<file path="src/hdl/core_defines.svh">
`ifndef CORE_DEFINES_SVH
`define CORE_DEFINES_SVH

// ##########################################################
// Datapath widths
// ##########################################################
`define CORE_XLEN   32
`define CORE_IMM_W  12    // Sign-extended in execute

// ##########################################################
// Forward selects for the E operands
// ##########################################################
`define FWD_NORMAL  2'b00 // Register file value
`define FWD_MEM     2'b01 // M-stage result
`define FWD_WB      2'b10 // W-stage result

// ##########################################################
// Stall lengths of multi-cycle ops
// ##########################################################
`define MUL_STALL   3'd2
`define DIV_STALL   3'd4  // Remainder shares the divider

`endif
</file>
<file path="src/hdl/core_pkg.sv">
`default_nettype none

`include "core_defines.svh"

package core_pkg;

    typedef enum logic [4:0] {
        ADD    = 5'd0,  SUB   = 5'd1,  AND   = 5'd2,  OR     = 5'd3,
        XOR    = 5'd4,  SLT   = 5'd5,  ADDI  = 5'd6,  BEQ    = 5'd7,
        MUL    = 5'd8,  MULH  = 5'd9,  MULHSU = 5'd10, MULHU = 5'd11,
        DIV    = 5'd12, DIVU  = 5'd13, REM   = 5'd14, REMU   = 5'd15
    } alu_op_t;

    // Decoded instruction from the sender
    typedef struct packed {
        alu_op_t               op;
        logic [4:0]            rs1;
        logic [4:0]            rs2;
        logic [4:0]            rd;
        logic                  we;
        logic [`CORE_IMM_W-1:0] imm;
    } issue_t;

    typedef struct packed {
        logic                  valid;
        issue_t                ins;
        logic [`CORE_XLEN-1:0] rs1_data;
        logic [`CORE_XLEN-1:0] rs2_data;
    } exec_t;

    typedef struct packed {
        logic                  valid;
        logic [4:0]            rd;
        logic                  we;
        logic [`CORE_XLEN-1:0] data;
    } result_t;

    typedef struct packed {
        logic       stall_d;
        logic       stall_e;
        logic       bubble_m;
        logic       flush_d;
        logic [1:0] fwd1;
        logic [1:0] fwd2;
    } hazard_t;

    typedef result_t commit_t; // Retire port at the top

endpackage

`default_nettype wire

</file>
<file path="src/hdl/issue_stage.sv">
`timescale 1ns/1ps
`default_nettype none

`include "core_defines.svh"

module issue_stage import core_pkg::*; (
    input  wire                   clk,
    input  wire                   rst,
    input  wire                   issue_valid,
    input  wire issue_t           issue,
    output logic                  issue_credit,
    input  wire hazard_t          hz,
    output logic [4:0]            rd_addr1,
    output logic [4:0]            rd_addr2,
    input  wire [`CORE_XLEN-1:0]  rd_data1,
    input  wire [`CORE_XLEN-1:0]  rd_data2,
    output exec_t                 to_exec
);

    logic   d_valid;
    issue_t d_ins;
    logic   shadow;       // Taken branch found D empty
    logic   kill_arrival;
    logic   slot_free;

    // Arrival in the branch shadow is dropped on entry
    assign kill_arrival = issue_valid && (shadow || hz.flush_d);

    // Leaves for E or is dropped on arrival
    assign slot_free = (d_valid && !hz.stall_d) || kill_arrival;

    always_ff @(posedge clk) begin
        if (rst) begin
            d_valid <= 1'b0;
        end else if (issue_valid) begin
            d_valid <= !kill_arrival;
        end else if (!hz.stall_d) begin
            d_valid <= 1'b0;
        end
    end

    always_ff @(posedge clk) begin
        if (issue_valid) begin
            d_ins <= issue;
        end
    end

    always_ff @(posedge clk) begin
        if (rst) begin
            shadow <= 1'b0;
        end else if (issue_valid) begin
            shadow <= 1'b0;
        end else if (hz.flush_d && !d_valid) begin
            shadow <= 1'b1;
        end
    end

    always_ff @(posedge clk) begin
        if (rst) begin
            issue_credit <= 1'b0;
        end else begin
            issue_credit <= slot_free; // One pulse per freed slot
        end
    end

    assign rd_addr1 = d_ins.rs1;
    assign rd_addr2 = d_ins.rs2;

    always_comb begin
        to_exec.valid    = d_valid && !hz.flush_d;
        to_exec.ins      = d_ins;
        to_exec.rs1_data = rd_data1;
        to_exec.rs2_data = rd_data2;
    end

endmodule

`default_nettype wire

</file>
<file path="config.mk">
export PLATFORM = sky130hd
export DESIGN_NAME = issue_stage
export DESIGN_NICKNAME = d
export VERILOG_FILES = /design/src/hdl/core_pkg.sv /design/src/hdl/issue_stage.sv
export VERILOG_INCLUDE_DIRS = /design/src /design/src/hdl
export SDC_FILE = /design/constraint.sdc
export NUM_CORES = 1
export LEC_CHECK = 0
export ABC_AREA = 1
export BUFFER_PORTS_ARGS = -buffer_cell sky130_fd_sc_hd__buf_2
export CAP_MARGIN = 20
export CORE_AREA = 2 2 85 87
export DETAILED_ROUTE_END_ITERATION = 8
export DIE_AREA = 0 0 87 89
export GPL_TIMING_DRIVEN = 0
export SYNTH_ARGS = -nofsm -noshare
export SYNTH_HDL_FRONTEND = slang
export SYNTH_SLANG_ARGS = --single-unit
</file>
<file path="constraint.sdc">
create_clock -name clk -period 0.86 [get_ports clk]
set_input_delay 0.043 -clock clk [delete_from_list [all_inputs] [get_ports clk]]
set_output_delay 0.043 -clock clk [all_outputs]
set_load 0.1 [all_outputs]
</file>
# After elaboration in Yosys (flattened, before gate mapping)
# Index checks and enable logic that the tools add are counted.
word_totals:
  register_bits: 36
  inputBits: 108
  out_inout_bits: 109
  elab_cells: 23
op_classes:
  eq_ne: 1
  mux: 2
  reduce_logical: 11
op_table:
  columns: ["op", "count"]
  rows:
  - ["logical AND 1 bit", 4]
  - ["logical NOT 1 bit", 4]
  - ["logical OR 1 bit", 2]
  - ["two-way mux 1 bit", 2]
  - ["inequality test 2 bit (second input constant)", 1]
  - ["OR reduction 2 bit", 1]

# Logic depth before layout (Yosys ltp)
# Gate-level depths: netlist (run 1).
depth:
  depth_word: 4
  depth_mapped: 3
  depth_no_buf: 3

# Worst setup path after synthesis (run 1)
# Ideal clock, no wire load.
synth_path:
  path_type: "register to output"
  from: "reg d_valid"
  to: "out to_exec[97] (netlist name)"
  t_arrival_ns: 1.631
  required_time_ns: 0.817
  slack_ns: -0.814
  stages_incl_launch_ff: 3
  n_path_buf: 0
  cell_sequence: "dfxtp_1 -> inv_1 -> nor2_1"
synth_rtl:
  columns: ["element", "line_no", "text"]
  rows:
  - ["start, declared", "issue_stage.sv:20", "logic d_valid;"]
  - ["start signal, assigned", "issue_stage.sv:36", "d_valid <= !kill_arrival;"]
  - ["end, declared", "issue_stage.sv:17", "output exec_t to_exec"]

# Worst setup path in the final report (run 1)
layout_path:
  from: "reg d_ins, in the netlist rd_addr1[2]"
  to: "out to_exec[89] (netlist name)"
layout_rtl:
  columns: ["element", "line_no", "text"]
  rows:
  - ["start, declared", "issue_stage.sv:21", "issue_t d_ins;"]
  - ["start signal, assigned", "issue_stage.sv:44", "d_ins <= issue;"]
# No word-level cell between the ends.

==> flow_metrics.py, run 1 <==
metrics = {
    "status": {
        "outcome": "complete, but fails checks",
        "violations": "setup timing",
    },
    "routing": {
        "ant_nets": 0,
        "drt_wl_total_um": 5200,
        "drc": 0,
        "avgRoutedWirePerCell_um": 13.3,
        "num_vias": 1475,
        "avgViaCountPerCell": 3.77,
        "drt_iter0_drc": 16,
        "firstDrtPassIters": 4,
    },
    "setup_path": {
        "cp-start-kind": "flip-flop",
        "cp_data_required_time_ns": 0.82,
        "cpMostUsedCell": "buf_12",
        "path_buf_inv": 2,
        "slowest_stage": "edfxtp_1",
        "endpoint_kind": "output port",
        "path_max_fanout": 2,
        "critPathTopFamily": "flip-flops",
        "crit_chain": "buf_12, buf_12",
        "crit_arrival_ns": 1.06,
        "crit_type": "flip-flop to output port",
        "crit_path_max_incr_delay_ns": 0.46,
    },
    "floorplan": {
        "initial_core_util_pct": 24.7,
        "die_h_um": 89,
        "rows": 30,
        "fp.dieW_um": 87,
        "dieArea_mm2": 0.00774,
        "io_pins": 217,
        "core_mm2": 0.00672,
    },
    "synth": {
        "yosys_warnings": 0,
        "syn_nets": 231,
        "ys_ff_latch": 36,
        "synth_top_area_cell": "edfxtp_1",
        "ys_seq_area_share_pct": 63.2,
        "avgSynthCellArea_um2": 13.5,
        "synth_cell_types": 9,
        "synth_area_mm2": 0.00166,
        "syn_inst": 123,
        "ys_top_cells_by_area": "edfxtp_1 60%, buf_4 33%, dfxtp_1 3.6%",
        "synth_top_cell_area_share_pct": 59.6,
    },
    "timing": {
        "hold_viol": 0,
        "rsz0062_at_grt": "true",
        "slew_viol_final": 0,
        "fin_crit_ns": 1.10,
        "setup_tns_ns": -4.91,
        "slew_headroom_pct": 64.2,
        "period_share_pct": 128,
        "tightestPinTransition_ns": 0.541,
        "timing.hold.ws_ns": 0.0263,
        "finalSetupViolCount": 44,
        "clock.fmax_mhz": 905,
        "fin_skew_ns": 0.000550,
        "fin_ws_ns": -0.245,
    },
    "clocking": {
        "clock_latency_ns": 0.28,
        "cts_tree": "built",
        "htree_levels": 2,
        "cts_root_buf": "clkbuf_8",
        "clkTransAtPathRegs_ns": 0.07,
        "cts_buffers": 5,
        "clockBufferDepth": 2,
        "clkSinkCount": 36,
    },
    "worst_hold_path": {
        "holdCritPathClass": "input pin to flip-flop",
    },
    "layout": {
        "area_growth_pct": 107,
        "final_cell_mix": "100 x buf_2, 65 x buf_4, 34 x dlygate4sd3_1, 33 x buf_6, 33 x edfxtp_1",
        "nFillCells": 559,
        "antenna_cells": 0,
        "drive_gt1_share_pct": 74.0,
        "final_common_cell": "buf_2",
        "final-instance-count-excl-fill": 391,
        "utilization_pct": 51.2,
        "fin_nets": 419,
    },
    "global_route": {
        "grt_max_degree": 37,
        "grt_usage_pct": 12.4,
        "grt_pass1_vias": 1420,
        "antenna_found_initial": 0,
        "grt_first_pass_wirelength_um": 7210,
        "grt_overflow": 0,
    },
    "power": {
        "netSwitchingFraction_pct": 48.0,
        "power_density_mw_per_mm2": 1990,
        "internal_power_uw": 3570,
        "power_frac_comb_pct": 52.9,
        "total_power_uw": 6860,
        "p_switching_uw": 3300,
        "pwr-share-clk_pct": 15.5,
        "p_leak_uw": 0.00167,
        "power.share.sequential_pct": 31.5,
        "ir_worst_vdd_mv": 0.879,
    },
    "placed_design": {
        "dp.cells": 349,
        "gp_congestion": 0.695,
        "dp_hpwl_um": 3840,
        "io_buffers": 146,
    },
    "job": {
        "max_cap_violations": 0,
    },
}
layout make-up:
cell class              instances  area, um^2  share of cell area [%]
repair buffers                181        1470                    42.6
clock buffers                   5        68.8                    2.00
plain buffers                  74         681                    19.8
well taps                      80         100                    2.91
clock inverters                 2        7.51                   0.218
inverters                       3        11.3                   0.327
flip-flops and latches         36        1050                    30.6
multi-input cells              10        52.6                    1.53
per-layer routing:
| layer | track usage (%) | routed length [um] |
|---|---|---|
| met3 | 4.34 | 594 |
| met5 | 0 | 0 |
| met1 | 12.8 | 1790 |
| met2 | 23.1 | 2750 |
| met4 | 4.69 | 70 |
worst register-to-register path: stages (launching register included):
cell	delay [ns]
dfxtp_2	0.32
buf_4	0.13
a21oi_1	0.11
nor2_1	0.07
synth_stat cells:
cell and n:
edfxtp_1 33, or2_0 1, buf_4 74, o21ai_1 1, nor2_1 3, a21oi_1 3
dfxtp_1 3, inv_1 3, nand2_1 2
state kept, by name (all words and copies together), names as in the netlist:
name,flops
rd_addr1,5
issue_credit,1
rd_addr2,5
shadow,1
to_exec,23
d_valid,1
path summary, 6_finish.rpt:
kind              slack (ns)      endpoint  cells past startpoint   startpoint
setup reg to reg        0.13       d_valid                      3      d_valid
hold reg to reg         0.47        shadow                      2       shadow
setup / recovery       -0.24   to_exec[89]                      2  rd_addr1[2]
hold / removal          0.03  issue_credit                      4        hz[7]
power groups by stage:
stage / sequential (uW) / clock [uW] / combinational, uW
after global routing: 2180 / 1190 / 3710
after floorplan: 3100 / 0 / 1860
after detailed placement: 2170 / 0 / 3200
after global placement: 2160 / 0 / 3190
final: 2160 / 1070 / 3630
after CTS: 2160 / 1110 / 3620
through the flow:
stage          setup WS, ns  instance area (um^2)
5_1_grt              -0.294                  3440
2_1_floorplan        -0.409                  1790
3_5_place_dp         -0.285                  2620
6_report             -0.245                  3440
3_3_place_gp         -0.268                  2620
4_1_cts              -0.244                  3420
logic make-up after synthesis:
| group | share of synthesized area (%) |
|---|---|
| buffers and inverters | 34.1 |
| DFF | 63.2 |
| and+or+nand+nor | 1.51 |
| AOI/OAI and AO/OA | 1.20 |
repair_timing:
| item | in CTS | in global routing |
|---|---|---|
| buffers inserted | 1 | 0 |
| pin swaps | 1 | 1 |
| hold buffers | 34 | 0 |
| hold endpoints to repair | 34 | 0 |
| endpoints found under the setup margin | 45 | 47 |
| gates resized for setup | 113 | 5 |
No activity file was read; power rests on OpenSTA's default activity.
==> run 2: changes to the inputs <==
BUFFER_PORTS_ARGS = not set   (was -buffer_cell sky130_fd_sc_hd__buf_2)
CELL_PAD_IN_SITES_DETAIL_PLACEMENT = 0   (was not set)
CELL_PAD_IN_SITES_GLOBAL_PLACEMENT = 1   (was not set)
DONT_BUFFER_PORTS = 1   (was not set)
PLACE_DENSITY_LB_ADDON = 0.1   (was not set)
==> flow_metrics.py, run 2 (synthesis gave the netlist of run 1 again) <==
metrics = {
    "setup_path": {
        "crit_path_max_incr_delay_ns": 1.01,
        "path_max_fanout": 2,
        "cp_data_required_time_ns": 0.82,
        "r2r-end": "d_valid",
        "crit_chain": "buf_12",
        "critPathTopFamily": "flip-flops",
        "ff2ff_path_depth": 3,
        "slowest_stage": "edfxtp_1",
        "r2r_setup_slack_ns": 0.13,
        "rr_startpoint": "d_valid",
        "cp-start-kind": "flip-flop",
        "endpoint_kind": "output port",
        "crit_type": "flip-flop to output port",
        "path_buf_inv": 1,
        "crit_arrival_ns": 1.57,
        "worst-path-stages": 1,
    },
    "global_route": {
        "antenna_found_initial": 0,
        "grt_usage_pct": 9.49,
        "grt_overflow": 0,
        "grt_max_degree": 37,
        "grt_first_pass_wirelength_um": 5330,
        "grt_pass1_vias": 961,
    },
    "timing": {
        "rsz0062_at_grt": "true",
        "fin_skew_ns": 0.0000765,
        "timing.hold.ws_ns": -0.131,
        "hold_viol": 36,
        "fin_crit_ns": 1.61,
        "tightestPinTransition_ns": 0.995,
        "slew_viol_final": 0,
        "setup_tns_ns": -21.84,
        "period_share_pct": 187,
        "slew_headroom_pct": 33.8,
        "clock.fmax_mhz": 621,
        "fin_ws_ns": -0.749,
        "finalSetupViolCount": 45,
    },
    "clocking": {
        "postCtsHoldBufs": 36,
        "htree_levels": 2,
        "cts_root_buf": "clkbuf_8",
        "cts_tree": "built",
        "clock_latency_ns": 0.28,
        "clkTransAtPathRegs_ns": 0.07,
        "clockBufferDepth": 2,
        "cts_buffers": 5,
        "clkSinkCount": 36,
    },
    "job": {
        "max_cap_violations": 0,
    },
    "power": {
        "internal_power_uw": 3390,
        "power_frac_comb_pct": 30.9,
        "netSwitchingFraction_pct": 48.4,
        "p_leak_uw": 0.000990,
        "ir_worst_vdd_mv": 0.814,
        "power_density_mw_per_mm2": 2760,
        "power.share.sequential_pct": 46.9,
        "p_switching_uw": 3180,
        "total_power_uw": 6570,
        "pwr-share-clk_pct": 22.2,
    },
    "floorplan": {
        "dieArea_mm2": 0.00774,
        "die_h_um": 89,
        "initial_core_util_pct": 24.7,
        "io_pins": 217,
        "rows": 30,
        "fp.dieW_um": 87,
        "core_mm2": 0.00672,
    },
    "worst_hold_path": {
        "whs_path_depth": 0,
        "holdCritPathClass": "input pin to flip-flop",
        "hp-start": "issue_valid",
        "worst_hold_path.endpoint": "to_exec[76]",
    },
    "layout": {
        "final_common_cell": "buf_4",
        "final_cell_mix": "65 x buf_4, 36 x dlygate4sd3_1, 33 x edfxtp_1, 10 x buf_12, 5 x clkbuf_8",
        "final_area_mm2": 0.00238,
        "area_growth_pct": 43.1,
        "antenna_cells": 0,
        "largest_reg_flops": 23,
        "drive_gt1_share_pct": 51.8,
        "nFillCells": 632,
        "fin_nets": 275,
    },
    "routing": {
        "ant_nets": 0,
        "drt_iter0_drc": 15,
        "avgViaCountPerCell": 3.89,
        "avgRoutedWirePerCell_um": 16.8,
        "drc": 0,
        "num_vias": 964,
        "drt_wl_total_um": 4170,
        "firstDrtPassIters": 3,
    },
    "placed_design": {
        "gp_congestion": 0.698,
        "io_buffers": 0,
        "post_dp_cell_area_mm2": 0.00189,
        "dp_hpwl_um": 3360,
    },
    "status": {
        "violations": "hold timing, setup timing",
        "outcome": "complete, but fails checks",
    },
}
-- run 2: cell types whose count changed in the layout (fill, tap and decap cells not counted) --
cell,delta
dfxtp_4,+1
buf_12,-12
dfxtp_2,-1
clkbuf_4,-1
dlygate4sd3_1,+2
buf_6,-33
clkinv_2,+1
buf_2,-100
clkinvlp_4,+1
clkinv_1,-2
bufinv_16,+1
-- run 2: layer usage --
layer | GRT usage (%) | wire (um)
met3 | 2.95 | 371
met5 | 0 | 0
met4 | 4.69 | 63
met2 | 19.5 | 2560
met1 | 8.05 | 1180
-- run 2: what timing repair did --
action,in CTS,in global routing
hold endpoints to repair,69,36
gates resized for setup,4,0
setup endpoints to repair,45,45
buffers inserted,1,0
pin swaps,1,1
cloned,0,0
-- run 2: area by class of cell --
cell class                      count  area, um^2  area share [%]
Tap cell                           80         100            4.21
Inverter                            3        11.3           0.473
Clock inverter                      3        42.5            1.79
Clock buffer                        5        68.8            2.89
Multi-Input combinational cell     10        52.6            2.21
Buffer                             74         681            28.6
Sequential cell                    36        1060            44.4
Timing Repair Buffer               37         368            15.5
-- run 2: power by group through the flow --
stage | sequential [uW] | combinational, uW | clock [uW]
2_1_floorplan | 3100 | 1860 | 0
3_3_place_gp | 3130 | 1900 | 0
3_5_place_dp | 3130 | 1890 | 0
4_1_cts | 3090 | 2040 | 1520
5_1_grt | 3090 | 2060 | 1590
6_report | 3080 | 2030 | 1460
-- run 2: how the worst max path moves through the flow --
| stage | slack [ns] | start | endpoint |
|---|---|---|---|
| after floorplan | -0.41 | rd_addr2[0] | to_exec[82] |
| after global routing | -0.79 | rd_addr1[0] | to_exec[87] |
| after detailed placement | -0.45 | rd_addr1[0] | to_exec[87] |
| after global placement | -0.44 | rd_addr1[0] | to_exec[87] |
| final | -0.75 | rd_addr1[0] | to_exec[87] |
| after CTS | -0.78 | rd_addr1[0] | to_exec[87] |
-- run 2: stage by stage --
step / worst slack, ns / utilization, % / cells
floorplan: -0.409 / - / 123
global placement: -0.441 / 28.2 / 203
detailed placement: -0.451 / 28.2 / 203
CTS: -0.779 / 35.4 / 248
global route: -0.792 / 35.4 / 248
finish: -0.749 / 35.4 / 248
