[src/hdl/core_defines.svh]
`ifndef CORE_DEFINES_SVH
`define CORE_DEFINES_SVH

// ##########################################################
// Datapath widths
// ##########################################################
`define CORE_XLEN   32
`define CORE_IMM_W  12    // Sign-extended in execute

// ##########################################################
// Forward selects for the E operands
// ##########################################################
`define FWD_NORMAL  2'b00 // Register file value
`define FWD_MEM     2'b01 // M-stage result
`define FWD_WB      2'b10 // W-stage result

// ##########################################################
// Stall lengths of multi-cycle ops
// ##########################################################
`define MUL_STALL   3'd2
`define DIV_STALL   3'd4  // Remainder shares the divider

`endif
[src/hdl/core_pkg.sv]
`default_nettype none

`include "core_defines.svh"

package core_pkg;

    typedef enum logic [4:0] {
        ADD    = 5'd0,  SUB   = 5'd1,  AND   = 5'd2,  OR     = 5'd3,
        XOR    = 5'd4,  SLT   = 5'd5,  ADDI  = 5'd6,  BEQ    = 5'd7,
        MUL    = 5'd8,  MULH  = 5'd9,  MULHSU = 5'd10, MULHU = 5'd11,
        DIV    = 5'd12, DIVU  = 5'd13, REM   = 5'd14, REMU   = 5'd15
    } alu_op_t;

    // Decoded instruction from the sender
    typedef struct packed {
        alu_op_t               op;
        logic [4:0]            rs1;
        logic [4:0]            rs2;
        logic [4:0]            rd;
        logic                  we;
        logic [`CORE_IMM_W-1:0] imm;
    } issue_t;

    typedef struct packed {
        logic                  valid;
        issue_t                ins;
        logic [`CORE_XLEN-1:0] rs1_data;
        logic [`CORE_XLEN-1:0] rs2_data;
    } exec_t;

    typedef struct packed {
        logic                  valid;
        logic [4:0]            rd;
        logic                  we;
        logic [`CORE_XLEN-1:0] data;
    } result_t;

    typedef struct packed {
        logic       stall_d;
        logic       stall_e;
        logic       bubble_m;
        logic       flush_d;
        logic [1:0] fwd1;
        logic [1:0] fwd2;
    } hazard_t;

    typedef result_t commit_t; // Retire port at the top

endpackage

`default_nettype wire

[src/hdl/hazard_control.sv]
`timescale 1ns/1ps
`default_nettype none

`include "core_defines.svh"

module hazard_control import core_pkg::*; (
    input  wire          clk,
    input  wire          rst,
    input  wire [4:0]    e_rs1,
    input  wire [4:0]    e_rs2,
    input  wire alu_op_t e_op,
    input  wire          e_valid,
    input  wire result_t m_res,
    input  wire result_t w_res,
    input  wire          branch_taken,
    output hazard_t      hz
);

    logic [2:0] cnt;
    logic [2:0] limit;
    logic       mc_op;
    logic       mc_stall;

    // ##########################################################
    // Data hazards
    // ##########################################################

    // M wins over W, x0 never forwarded
    function automatic logic [1:0] fwd_code(
        input logic [4:0] addr,
        input result_t    m,
        input result_t    w
    );
        if (addr == 5'd0) begin
            return `FWD_NORMAL;
        end
        if (m.valid && m.we && m.rd == addr) begin
            return `FWD_MEM;
        end
        if (w.valid && w.we && w.rd == addr) begin
            return `FWD_WB;
        end
        return `FWD_NORMAL;
    endfunction

    // ##########################################################
    // Multi-cycle stall window
    // ##########################################################

    assign mc_op = e_valid && (e_op inside {MUL, MULH, MULHSU, MULHU, DIV, DIVU, REM, REMU});
    assign limit = (e_op inside {DIV, DIVU, REM, REMU}) ? `DIV_STALL : `MUL_STALL;
    assign mc_stall = mc_op && (cnt < limit);

    // Counts from the entry cycle, back to zero as the op advances
    always_ff @(posedge clk) begin
        if (rst) begin
            cnt <= 3'd0;
        end else if (mc_stall) begin
            cnt <= cnt + 3'd1;
        end else begin
            cnt <= 3'd0;
        end
    end

    always_comb begin
        hz.stall_d  = mc_stall;
        hz.stall_e  = mc_stall;
        hz.bubble_m = mc_stall;
        hz.flush_d  = branch_taken; // Kills the shadow instruction
        hz.fwd1     = fwd_code(e_rs1, m_res, w_res);
        hz.fwd2     = fwd_code(e_rs2, m_res, w_res);
    end

endmodule

`default_nettype wire

[config.mk]
export PLATFORM = sky130hd
export DESIGN_NAME = hazard_control
export DESIGN_NICKNAME = d
export VERILOG_FILES = /design/src/hdl/core_pkg.sv /design/src/hdl/hazard_control.sv
export VERILOG_INCLUDE_DIRS = /design/src /design/src/hdl
export SDC_FILE = /design/constraint.sdc
export NUM_CORES = 1
export LEC_CHECK = 0
export ABC_CLOCK_PERIOD_IN_PS = 1700
export BUFFER_PORTS_ARGS = -buffer_cell sky130_fd_sc_hd__buf_2
export CAP_MARGIN = 20
export CORE_MARGIN = 2
export CORE_UTILIZATION = 23
export CTS_CLUSTER_SIZE = 12
export DETAILED_ROUTE_END_ITERATION = 8
export PLACE_DENSITY = 0.85
export SLEW_MARGIN = 20
export SYNTH_ARGS = -nofsm -noshare
export SYNTH_HDL_FRONTEND = slang
export SYNTH_SLANG_ARGS = --single-unit
[constraint.sdc]
create_clock -name clk -period 1.7 [get_ports clk]
set_clock_uncertainty 0.05 [all_clocks]
set_input_delay 0.17 -clock clk [delete_from_list [all_inputs] [get_ports clk]]
set_output_delay 0.17 -clock clk [all_outputs]
set_load 0.1 [all_outputs]
# Yosys cells after proc, flatten, opt, wreduce, memory -nomap -nowiden
# Cells that the tools add are included.
# totals
output_inout_bits	8
input_bits	97
elab_cells	54
regBits	3
# classes
muxes	25
eq_ne	12
n_reduce_logical	13
magnitude_cmp	1
n_bitwise	1
n_addsub	1
# op_table
operator	n
5-bit by 4-bit == test with 1-bit output, second input constant	8
2-bit two-way mux	12
5-bit == test	4
1-bit two-way mux	12
5-bit zero test	2
1-bit logical AND	8
8-bit nonzero test	1
4-bit nonzero test	1
3-bit by 1-bit adder with 3-bit output, second input constant	1
3-bit less-than comparator	1
3-bit two-way mux	1
2-bit OR reduction	1
1-bit NOT	1

# Longest topological paths before layout
# Gate-level depths: netlist of run 1.
# depth
ltp_word	9
ltp_mapped	7

# Least setup slack after synthesis of run 1
# No wires, ideal clock.
# synth_path
path_type	input -> output
start	input port m_res[35] (netlist bit)
end	output port hz[0] (netlist bit)
path_slack_ps	-1820
path_stages	3
n_path_buf	0
t_arrival_ps	3300
cell_sequence	xnor2_1 -> nand4_1 -> nor4_1
# synth_lines
item	line_no	text
start, declared	hazard_control.sv:13	input wire result_t m_res,
end, declared	hazard_control.sv:16	output hazard_t hz

==> results of run 1 <==
## synthesized netlist by cell type
cell type   n  area, um2
xnor2_1    20        175
buf_4       4       30.0
nand4_1     4       25.0
nor2_1      4       15.0
dfxtp_1     3       60.1
ha_1        2       25.0
inv_1       2       7.51
nand2_1     2       7.51
nand3_1     2       10.0
nor3_1      2       10.0
and3_1      1       6.26
nand4b_1    1       8.76
nor2_2      1       6.26
nor2_4      1       11.3
nor2b_1     1       6.26
nor4_1      1       6.26
o21a_1      1       7.51
o21ai_0     1       5.00
o311a_1     1       10.0
or2_2       1       6.26
or4_1       1       7.51
or4_4       1       11.3
xor2_1      1       8.76
## stage by stage
step           setup TNS [ps]  area (um2)  hold slack, ps
6_report                    0         776             169
5_1_grt                     0         776             190
4_1_cts                     0         756             177
3_5_place_dp                0         729             291
3_3_place_gp                0         729             291
2_1_floorplan           -57.5         493             303
## final timing paths
| kind | startpoint | endpoint | slack, ps |
|---|---|---|---|
| max | e_rs2[1] | hz[1] | 50 |
| min | rst | cnt[2] | 170 |
| max reg2reg | cnt[2] | cnt[2] | 400 |
| min reg2reg | cnt[0] | cnt[0] | 390 |
## cells by family after synthesis
family	share of synthesized area
buf+inv	0.0804
flops	0.129
xor+xnor	0.394
simple gates	0.295
fa+ha+maj	0.0536
compound gates	0.0483
## power by group
part	internal, mW	switching (mW)	leakage [nW]	total [mW]
clock network	0.0882	0.0410	0.0150	0.129
logic	0.0738	0.0835	0.286	0.157
registers	0.0713	0.000337	0.0247	0.0716
## area by class of cell
class                           instances  area [um2]
Multi-Input combinational cell         49         414
Inverter                                2        7.51
Timing Repair Buffer                   37         233
Clock buffer                            4        26.3
Tap cell                               27        33.8
Sequential cell                         3        61.3
Fill cell                             199        1170
## critical path, stage by stage
cell and delay (ps):
buf_2 120, or4_4 540, nor2_4 130, nor2_1 60, o311a_1 120, buf_2 290
## repair_timing
item                                    CTS  global route
endpoints found under the setup margin    3             3
resized for setup                         1             5
setup buffers                             0             0
pin swaps                                 0             2
## per-layer routing
layer | wire (um) | track usage | vias up
met5 | 0 | 0 | -
met4 | 4 | 0.0714 | 0
met3 | 69 | 0.0215 | 2
met2 | 831 | 0.260 | 20
met1 | 514 | 0.116 | 262
li1 | - | - | 272
==> metrics, run 1 <==
outcome completed; Slew Viols, Final 0; I/O Pins 105; final setup margin 47.0 ps; share of layout cells above drive strength 1 0.537; H-Tree Depth 1; vias in the first global route about 600; Clock Sinks 3; Worst R2R Path Depth 5; Worst Hold Depth 3; CP Launch Type input port; Synth Register Bits 3; Initial Util 0.240; global placement routability congestion 0.796; Syn Inst Count 58; Design Power 0.358 mW; Via density 4.56; CTS Root Cell clkbuf_4; grt ovf 0; largest registers cnt: 3 flops; clock tree buffer depth 2; initial antenna violation count 0; Worst Setup End Kind output pin; RSZ-0062 raised after global routing no; worst skew pair latency 240 ps; largest register by flop count cnt; pin count of the biggest net entering global routing 4; DIE AREA 2410 um2; via count roughly 560; FMAX 605 MHz; Unique masters post-synth 23; drt wl/cell 11.6 um; TritonCTS clock tree yes; Layout Cells excl Fill between 100 and 150; Initial DRC Count 4; most frequent cells in the layout buf_2, xnor2_1, nand4_1, nor2_1; worst slack, placed 45.5 ps; final setup fails 0; commonest non-fill, non-tap cell in the layout buf_2; first-pass detailed-route iteration total 4; Chip Height 49.0 um; synth warn 0; Crit Path Max Fanout 3; Final Hold Violating Endpoints 0; total wire length 1.42 mm; core area between 1500 and 2000 um2; nets@finish 195; final core occ 0.399; global-route wire length before repair 2.35 mm; max reg flops 3; WP data required roughly 1500 ps; relative slew slack 0.672; clk slew on worst S/H paths ~40 ps; Rows 16; Post-DRT Antenna Nets 0; gr usage total 0.128; hold crit path type input port to flip-flop; PD cells 462 nW/um2; Synth-to-Final Area Change 66.2%; Synth Area per Inst 8.05 um2; Peak VDD IR 0.000308 V; actual slew at the worst max-slew pin 496 ps; total CTS buffers 3; leakage 0.325 nW; period utilization 0.972; antenna cells 0; MaxCap Viol Count 0; CTS hold repair buffers 0; DR DRC count 0; sequential-to-total area share from yosys stat 0.129; Placed Cells 118; Post-Synthesis Cell Area 467 um2; Worst Path Arrival around 1400 ps; syn_nets 157; Port Buffer Count 36; Die X 49.0 um; critical path class input port to output pin; final critical-path required period 1650 ps
No activity file was read; power rests on OpenSTA's default activity.
==> inputs of run 2 (changes only) <==
--- a/config.mk
+++ b/config.mk
@@ -7,14 +7,14 @@
 export NUM_CORES = 1
 export LEC_CHECK = 0
 export ABC_CLOCK_PERIOD_IN_PS = 1700
-export BUFFER_PORTS_ARGS = -buffer_cell sky130_fd_sc_hd__buf_2
+export BUFFER_PORTS_ARGS = -buffer_cell sky130_fd_sc_hd__clkbuf_2
 export CAP_MARGIN = 20
 export CORE_MARGIN = 2
 export CORE_UTILIZATION = 23
 export CTS_CLUSTER_SIZE = 12
 export DETAILED_ROUTE_END_ITERATION = 8
 export PLACE_DENSITY = 0.85
-export SLEW_MARGIN = 20
+export REMOVE_ABC_BUFFERS = 1
 export SYNTH_ARGS = -nofsm -noshare
 export SYNTH_HDL_FRONTEND = slang
 export SYNTH_SLANG_ARGS = --single-unit
==> run 2 against run 1 <==
Global-route usage fell by 1.2 points. Critical path depth fell by 1. Sequential share of layout area fell by 0.30 points. Fmax rose by 3.0%. Cell area rose by 1.8%. Clock power fell by 6%. First-iteration DRC count fell by 25%. Combinational power fell by 4%. Count of clock-buffer cells in the layout did not move. Hold slack got worse by 1.5 ps. Via count fell by 4.7%. Largest power group unchanged.
==> metrics, run 2 (synthesis gave the netlist of run 1 again) <==
outcome completed; CTS hold repair buffers 0; global placement routability congestion 0.739; clock tree buffer depth 2; WP data required 1480 ps; Initial Util 0.240; final critical-path required period between 1500 and 2000 ps; antenna cells 0; Final Hold Violating Endpoints 0; Rows 16; Port Buffer Count 36; R2R setup slack 360 ps; commonest non-fill, non-tap cell in the layout clkbuf_2; Peak VDD IR 0.000275 V; initial antenna violation count 0; cell area after layout 790 um2; MaxCap Viol Count 0; largest register by flop count cnt; Hold EP cnt[0]; Setup TNS Final 0 ps; Worst Path Arrival 1380 ps; global-route wire length before repair 2.18 mm; total wire length 1.24 mm; leakage 0.334 nW; Slew Viols, Final 0; nets@finish just under 200; first-pass detailed-route iteration total 4; TritonCTS clock tree yes; gr usage total 0.115; Worst R2R Path Depth 5; Chip Height 49.0 um; final setup fails 0; hold crit path type input port to flip-flop; CP Launch Type flip-flop; Area after DPL 763 um2; Final HPWL DP ~1.2 mm; Initial DRC Count 3; vias in the first global route between 500 and 600; actual slew at the worst max-slew pin 334 ps; most frequent cells in the layout clkbuf_2, xnor2_1, buf_12, nand4_1, nor2_1; I/O Pins ~110; Hold WS 167 ps; capturing point of the worst reg2reg path cnt[2]; largest registers cnt: 3 flops; Synth-to-Final Area Change 69.2%; Post-DRT Antenna Nets 0; Worst Hold Depth 3; clk slew on worst S/H paths 40 ps; Worst Setup End Kind output pin; Via density between 4 and 5; total CTS buffers 3; via count 530; Die X 49.0 um; final core occ 0.407; Post-CTS Setup Bufs 0; pin count of the biggest net entering global routing 4; critical path cell sequence ha_1, o21ai_0, nand4b_1, inv_2, buf_12; Reg-to-Reg Start cnt[2]; RSZ-0062 raised after global routing no; max reg flops 3; Crit Path Max Fanout 3; DIE AREA 2410 um2; CTS Root Cell clkbuf_4; Worst path slowest cell dfxtp_1; Crit path largest cell delay 320 ps; period utilization 0.944; Clock Sinks 3; Design Power 0.344 mW; grt ovf 0; PD cells 436 nW/um2; share of layout cells above drive strength 1 0.474; critical path class flip-flop to output pin; DR DRC count 0; core area between 1500 and 2000 um2; min-delay src rst; relative slew slack 0.776; FMAX 623 MHz; drt wl/cell 10.2 um; worst skew pair latency 230 ps; H-Tree Depth 1
[run 2: how the worst max path moves through the flow]
stage / cells past startpoint / to / startpoint
5_1_grt: 5 / hz[6] / cnt[2]
3_5_place_dp: 8 / hz[6] / e_op[3]
3_3_place_gp: 8 / hz[6] / e_op[3]
6_report: 5 / hz[6] / cnt[2]
2_1_floorplan: 3 / hz[0] / m_res[35]
4_1_cts: 5 / hz[6] / cnt[2]
[run 2: metrics by stage]
step | worst slack, ps | instances
after floorplan | -1820 | 54
after global placement | 144 | 118
after detailed placement | 92.2 | 118
after CTS | 65.3 | 122
after global routing | 12.4 | 122
final | 95.8 | 122
[run 2: where the power goes]
part	total (mW)	switching [mW]	internal, mW
Clock	0.121	0.0336	0.0877
Sequential	0.0716	0.000245	0.0713
Combinational	0.151	0.0776	0.0736
[run 2: what timing repair did]
action                     in CTS  in global routing
pin swaps                       0                  2
gates resized for setup         1                  0
gates cloned                    0                  0
setup endpoints to repair       3                  1
[run 2: critical path, delay by kind of cell (launching register included)]
kind / cells / cell delay, ps
compound gates: 1 / 70
flops: 1 / 320
buf+inv: 2 / 350
simple gates: 1 / 150
fa+ha+maj: 1 / 270
[run 2: final cells by class]
type | instances | area (um2)
fillers | 214 | 1150
clock buffers | 4 | 26.3
well taps | 27 | 33.8
repair buffers | 37 | 293
inverters | 2 | 7.51
multi-input cells | 49 | 369
flip-flops and latches | 3 | 60.1
[run 2: metal layers]
metal | global-route usage | part of all wire | up-vias | routed length, um
met5 | 0 | 0 | - | 0
met1 | 0.141 | 0.43 | 240 | 538
li1 | - | - | 269 | -
met2 | 0.199 | 0.51 | 21 | 636
met3 | 0.0215 | 0.053 | 0 | 66
met4 | 0.0429 | 0 | 0 | 0
==> inputs of run 3 (changes only) <==
--- a/config.mk
+++ b/config.mk
@@ -14,7 +14,6 @@
 export CTS_CLUSTER_SIZE = 12
 export DETAILED_ROUTE_END_ITERATION = 8
 export PLACE_DENSITY = 0.85
-export REMOVE_ABC_BUFFERS = 1
 export SYNTH_ARGS = -nofsm -noshare
 export SYNTH_HDL_FRONTEND = slang
 export SYNTH_SLANG_ARGS = --single-unit
==> run 3 against run 2 <==
Critical path type is now input port to output pin. Setup slack gained 9.5 ps. Non-clock buffer count is the same. Cell count is the same. Count of clock-buffer cells in the layout is the same. Hold slack lost 2.7 ps. Routed wire length grew 5.4%. Combinational power grew 5%. Sequential power is essentially flat. Critical endpoint unchanged. Cell area grew 5.1%.
==> metrics, run 3 (synthesis gave the netlist of run 1 again) <==
outcome completed; Crit Path Max Fanout 3; total CTS buffers 3; RSZ-0062 raised after global routing no; Die X 49.0 um; Initial DRC Count 5; most frequent cells in the layout clkbuf_2, xnor2_1, buf_12, nand4_1, nor2_1; largest register by flop count cnt; relative slew slack 0.803; vias in the first global route 527; max reg flops 3; Post-DRT Antenna Nets 0; critical path cell sequence clkbuf_2, nor2b_1, nand2_1, ha_4, o21ai_1, nand4b_1, inv_2, buf_12; DIE AREA 2410 um2; Hold EP cnt[2]; R2R setup slack 380 ps; worst skew pair latency ~220 ps; antenna cells 0; global placement routability congestion 0.814; hold crit path type input port to flip-flop; filler cell count 184; Reg-to-Reg Start cnt[2]; largest registers cnt: 3 flops; Setup TNS Final 0 ps; first-pass detailed-route iteration total 4; DR DRC count 0; Chip Height 49.0 um; Slew Viols, Final 0; Worst path slowest cell ha_4; period utilization 0.938; total wire length 1.31 mm; TritonCTS clock tree yes; Worst Setup End Kind output pin; Port Buffer Count 36; final critical-path required period between 1500 and 2000 ps; actual slew at the worst max-slew pin 295 ps; commonest non-fill, non-tap cell in the layout clkbuf_2; Worst Hold Depth 3; via count 524; I/O Pins 105; leakage roughly 0.34 nW; Critical path buffers and inverters 3; capturing point of the worst reg2reg path cnt[2]; WP data required between 1000 and 1500 ps; H-Tree Depth 1; gr usage total 0.113; FMAX 627 MHz; core area around 2000 um2; clk slew on worst S/H paths 30 ps; grt ovf 0; CTS hold repair buffers 0; Hold WS 165 ps; min-delay src rst; Top delay family on crit path simple AND/OR/NAND/NOR gates; PD cells 420 nW/um2; clock tree buffer depth 2; Peak VDD IR 0.000302 V; MaxCap Viol Count 0; Crit path largest cell delay around 240 ps; Rows 16; Placed Cells 118; Final Hold Violating Endpoints 0; global-route wire length before repair 2.11 mm; share of layout cells above drive strength 1 0.516; final setup fails 0; Via density 4.30; Worst Path Arrival 1370 ps; initial antenna violation count 0; Synth-to-Final Area Change 77.7%; Final HPWL DP about 1.2 mm; Layout Cells excl Fill 122; nets@finish 195; CTS Root Cell clkbuf_4; Clock Sinks 3; pin count of the biggest net entering global routing 4; Worst R2R Path Depth 5; drt wl/cell about 11 um; Initial Util 0.240; CP Launch Type input port; critical path class input port to output pin; Design Power 0.349 mW
==> run 3: metrics by stage <==
| step | cell area (um2) | setup slack, ps | utilization |
|---|---|---|---|
| finish | 830 | 105 | 0.427 |
| global placement | 790 | 130 | 0.407 |
| floorplan | 493 | -57.5 | - |
| global route | 830 | 29.3 | 0.427 |
| CTS | 816 | 1.51 | 0.420 |
| detailed placement | 790 | 86.4 | 0.407 |
==> run 3: report_power, final <==
group | leakage (nW) | internal [mW] | switching, mW | total, mW
clock | 0.0150 | 0.0876 | 0.0312 | 0.119
combinational | 0.300 | 0.0752 | 0.0833 | 0.158
sequential | 0.0247 | 0.0713 | 0.000253 | 0.0716
total | 0.340 | 0.234 | 0.115 | 0.349
==> run 3: final cells by class <==
class | instances | area (um2) | share of cell area
Multi-Input combinational cell | 49 | 408 | 0.492
Clock buffer | 4 | 26.3 | 0.0317
Tap cell | 27 | 33.8 | 0.0407
Sequential cell | 3 | 61.3 | 0.0739
Timing Repair Buffer | 37 | 293 | 0.353
Inverter | 2 | 7.51 | 0.00905
==> run 3: worst max-delay path by stage <==
stage,startpoint,end,slack (ps),depth (start not counted)
floorplan,m_res[35],hz[0],-60,3
global placement,e_rs2[1],hz[1],130,6
detailed placement,e_op[3],hz[6],90,8
CTS,cnt[2],hz[6],2,5
global route,e_op[3],hz[6],30,8
finish,e_op[3],hz[6],110,8
==> run 3: worst register-to-register path, stage by stage (launching register included) <==
cell	delay, ps
dfxtp_2	340
ha_4	200
o21ai_1	80
nand4b_1	160
or2_2	330
nor2_1	100
==> run 3: per-layer routing <==
metal	up-vias	part of all wire	track usage
met5	-	0	0
met4	0	0	0.0524
met3	0	0.048	0.0153
met2	14	0.57	0.217
met1	237	0.38	0.119
li1	273	-	-
==> run 3: repair_timing <==
item / CTS / global route
endpoints found under the setup margin: 0 / 3
buffers inserted: 0 / 0
resized for setup: 0 / 4
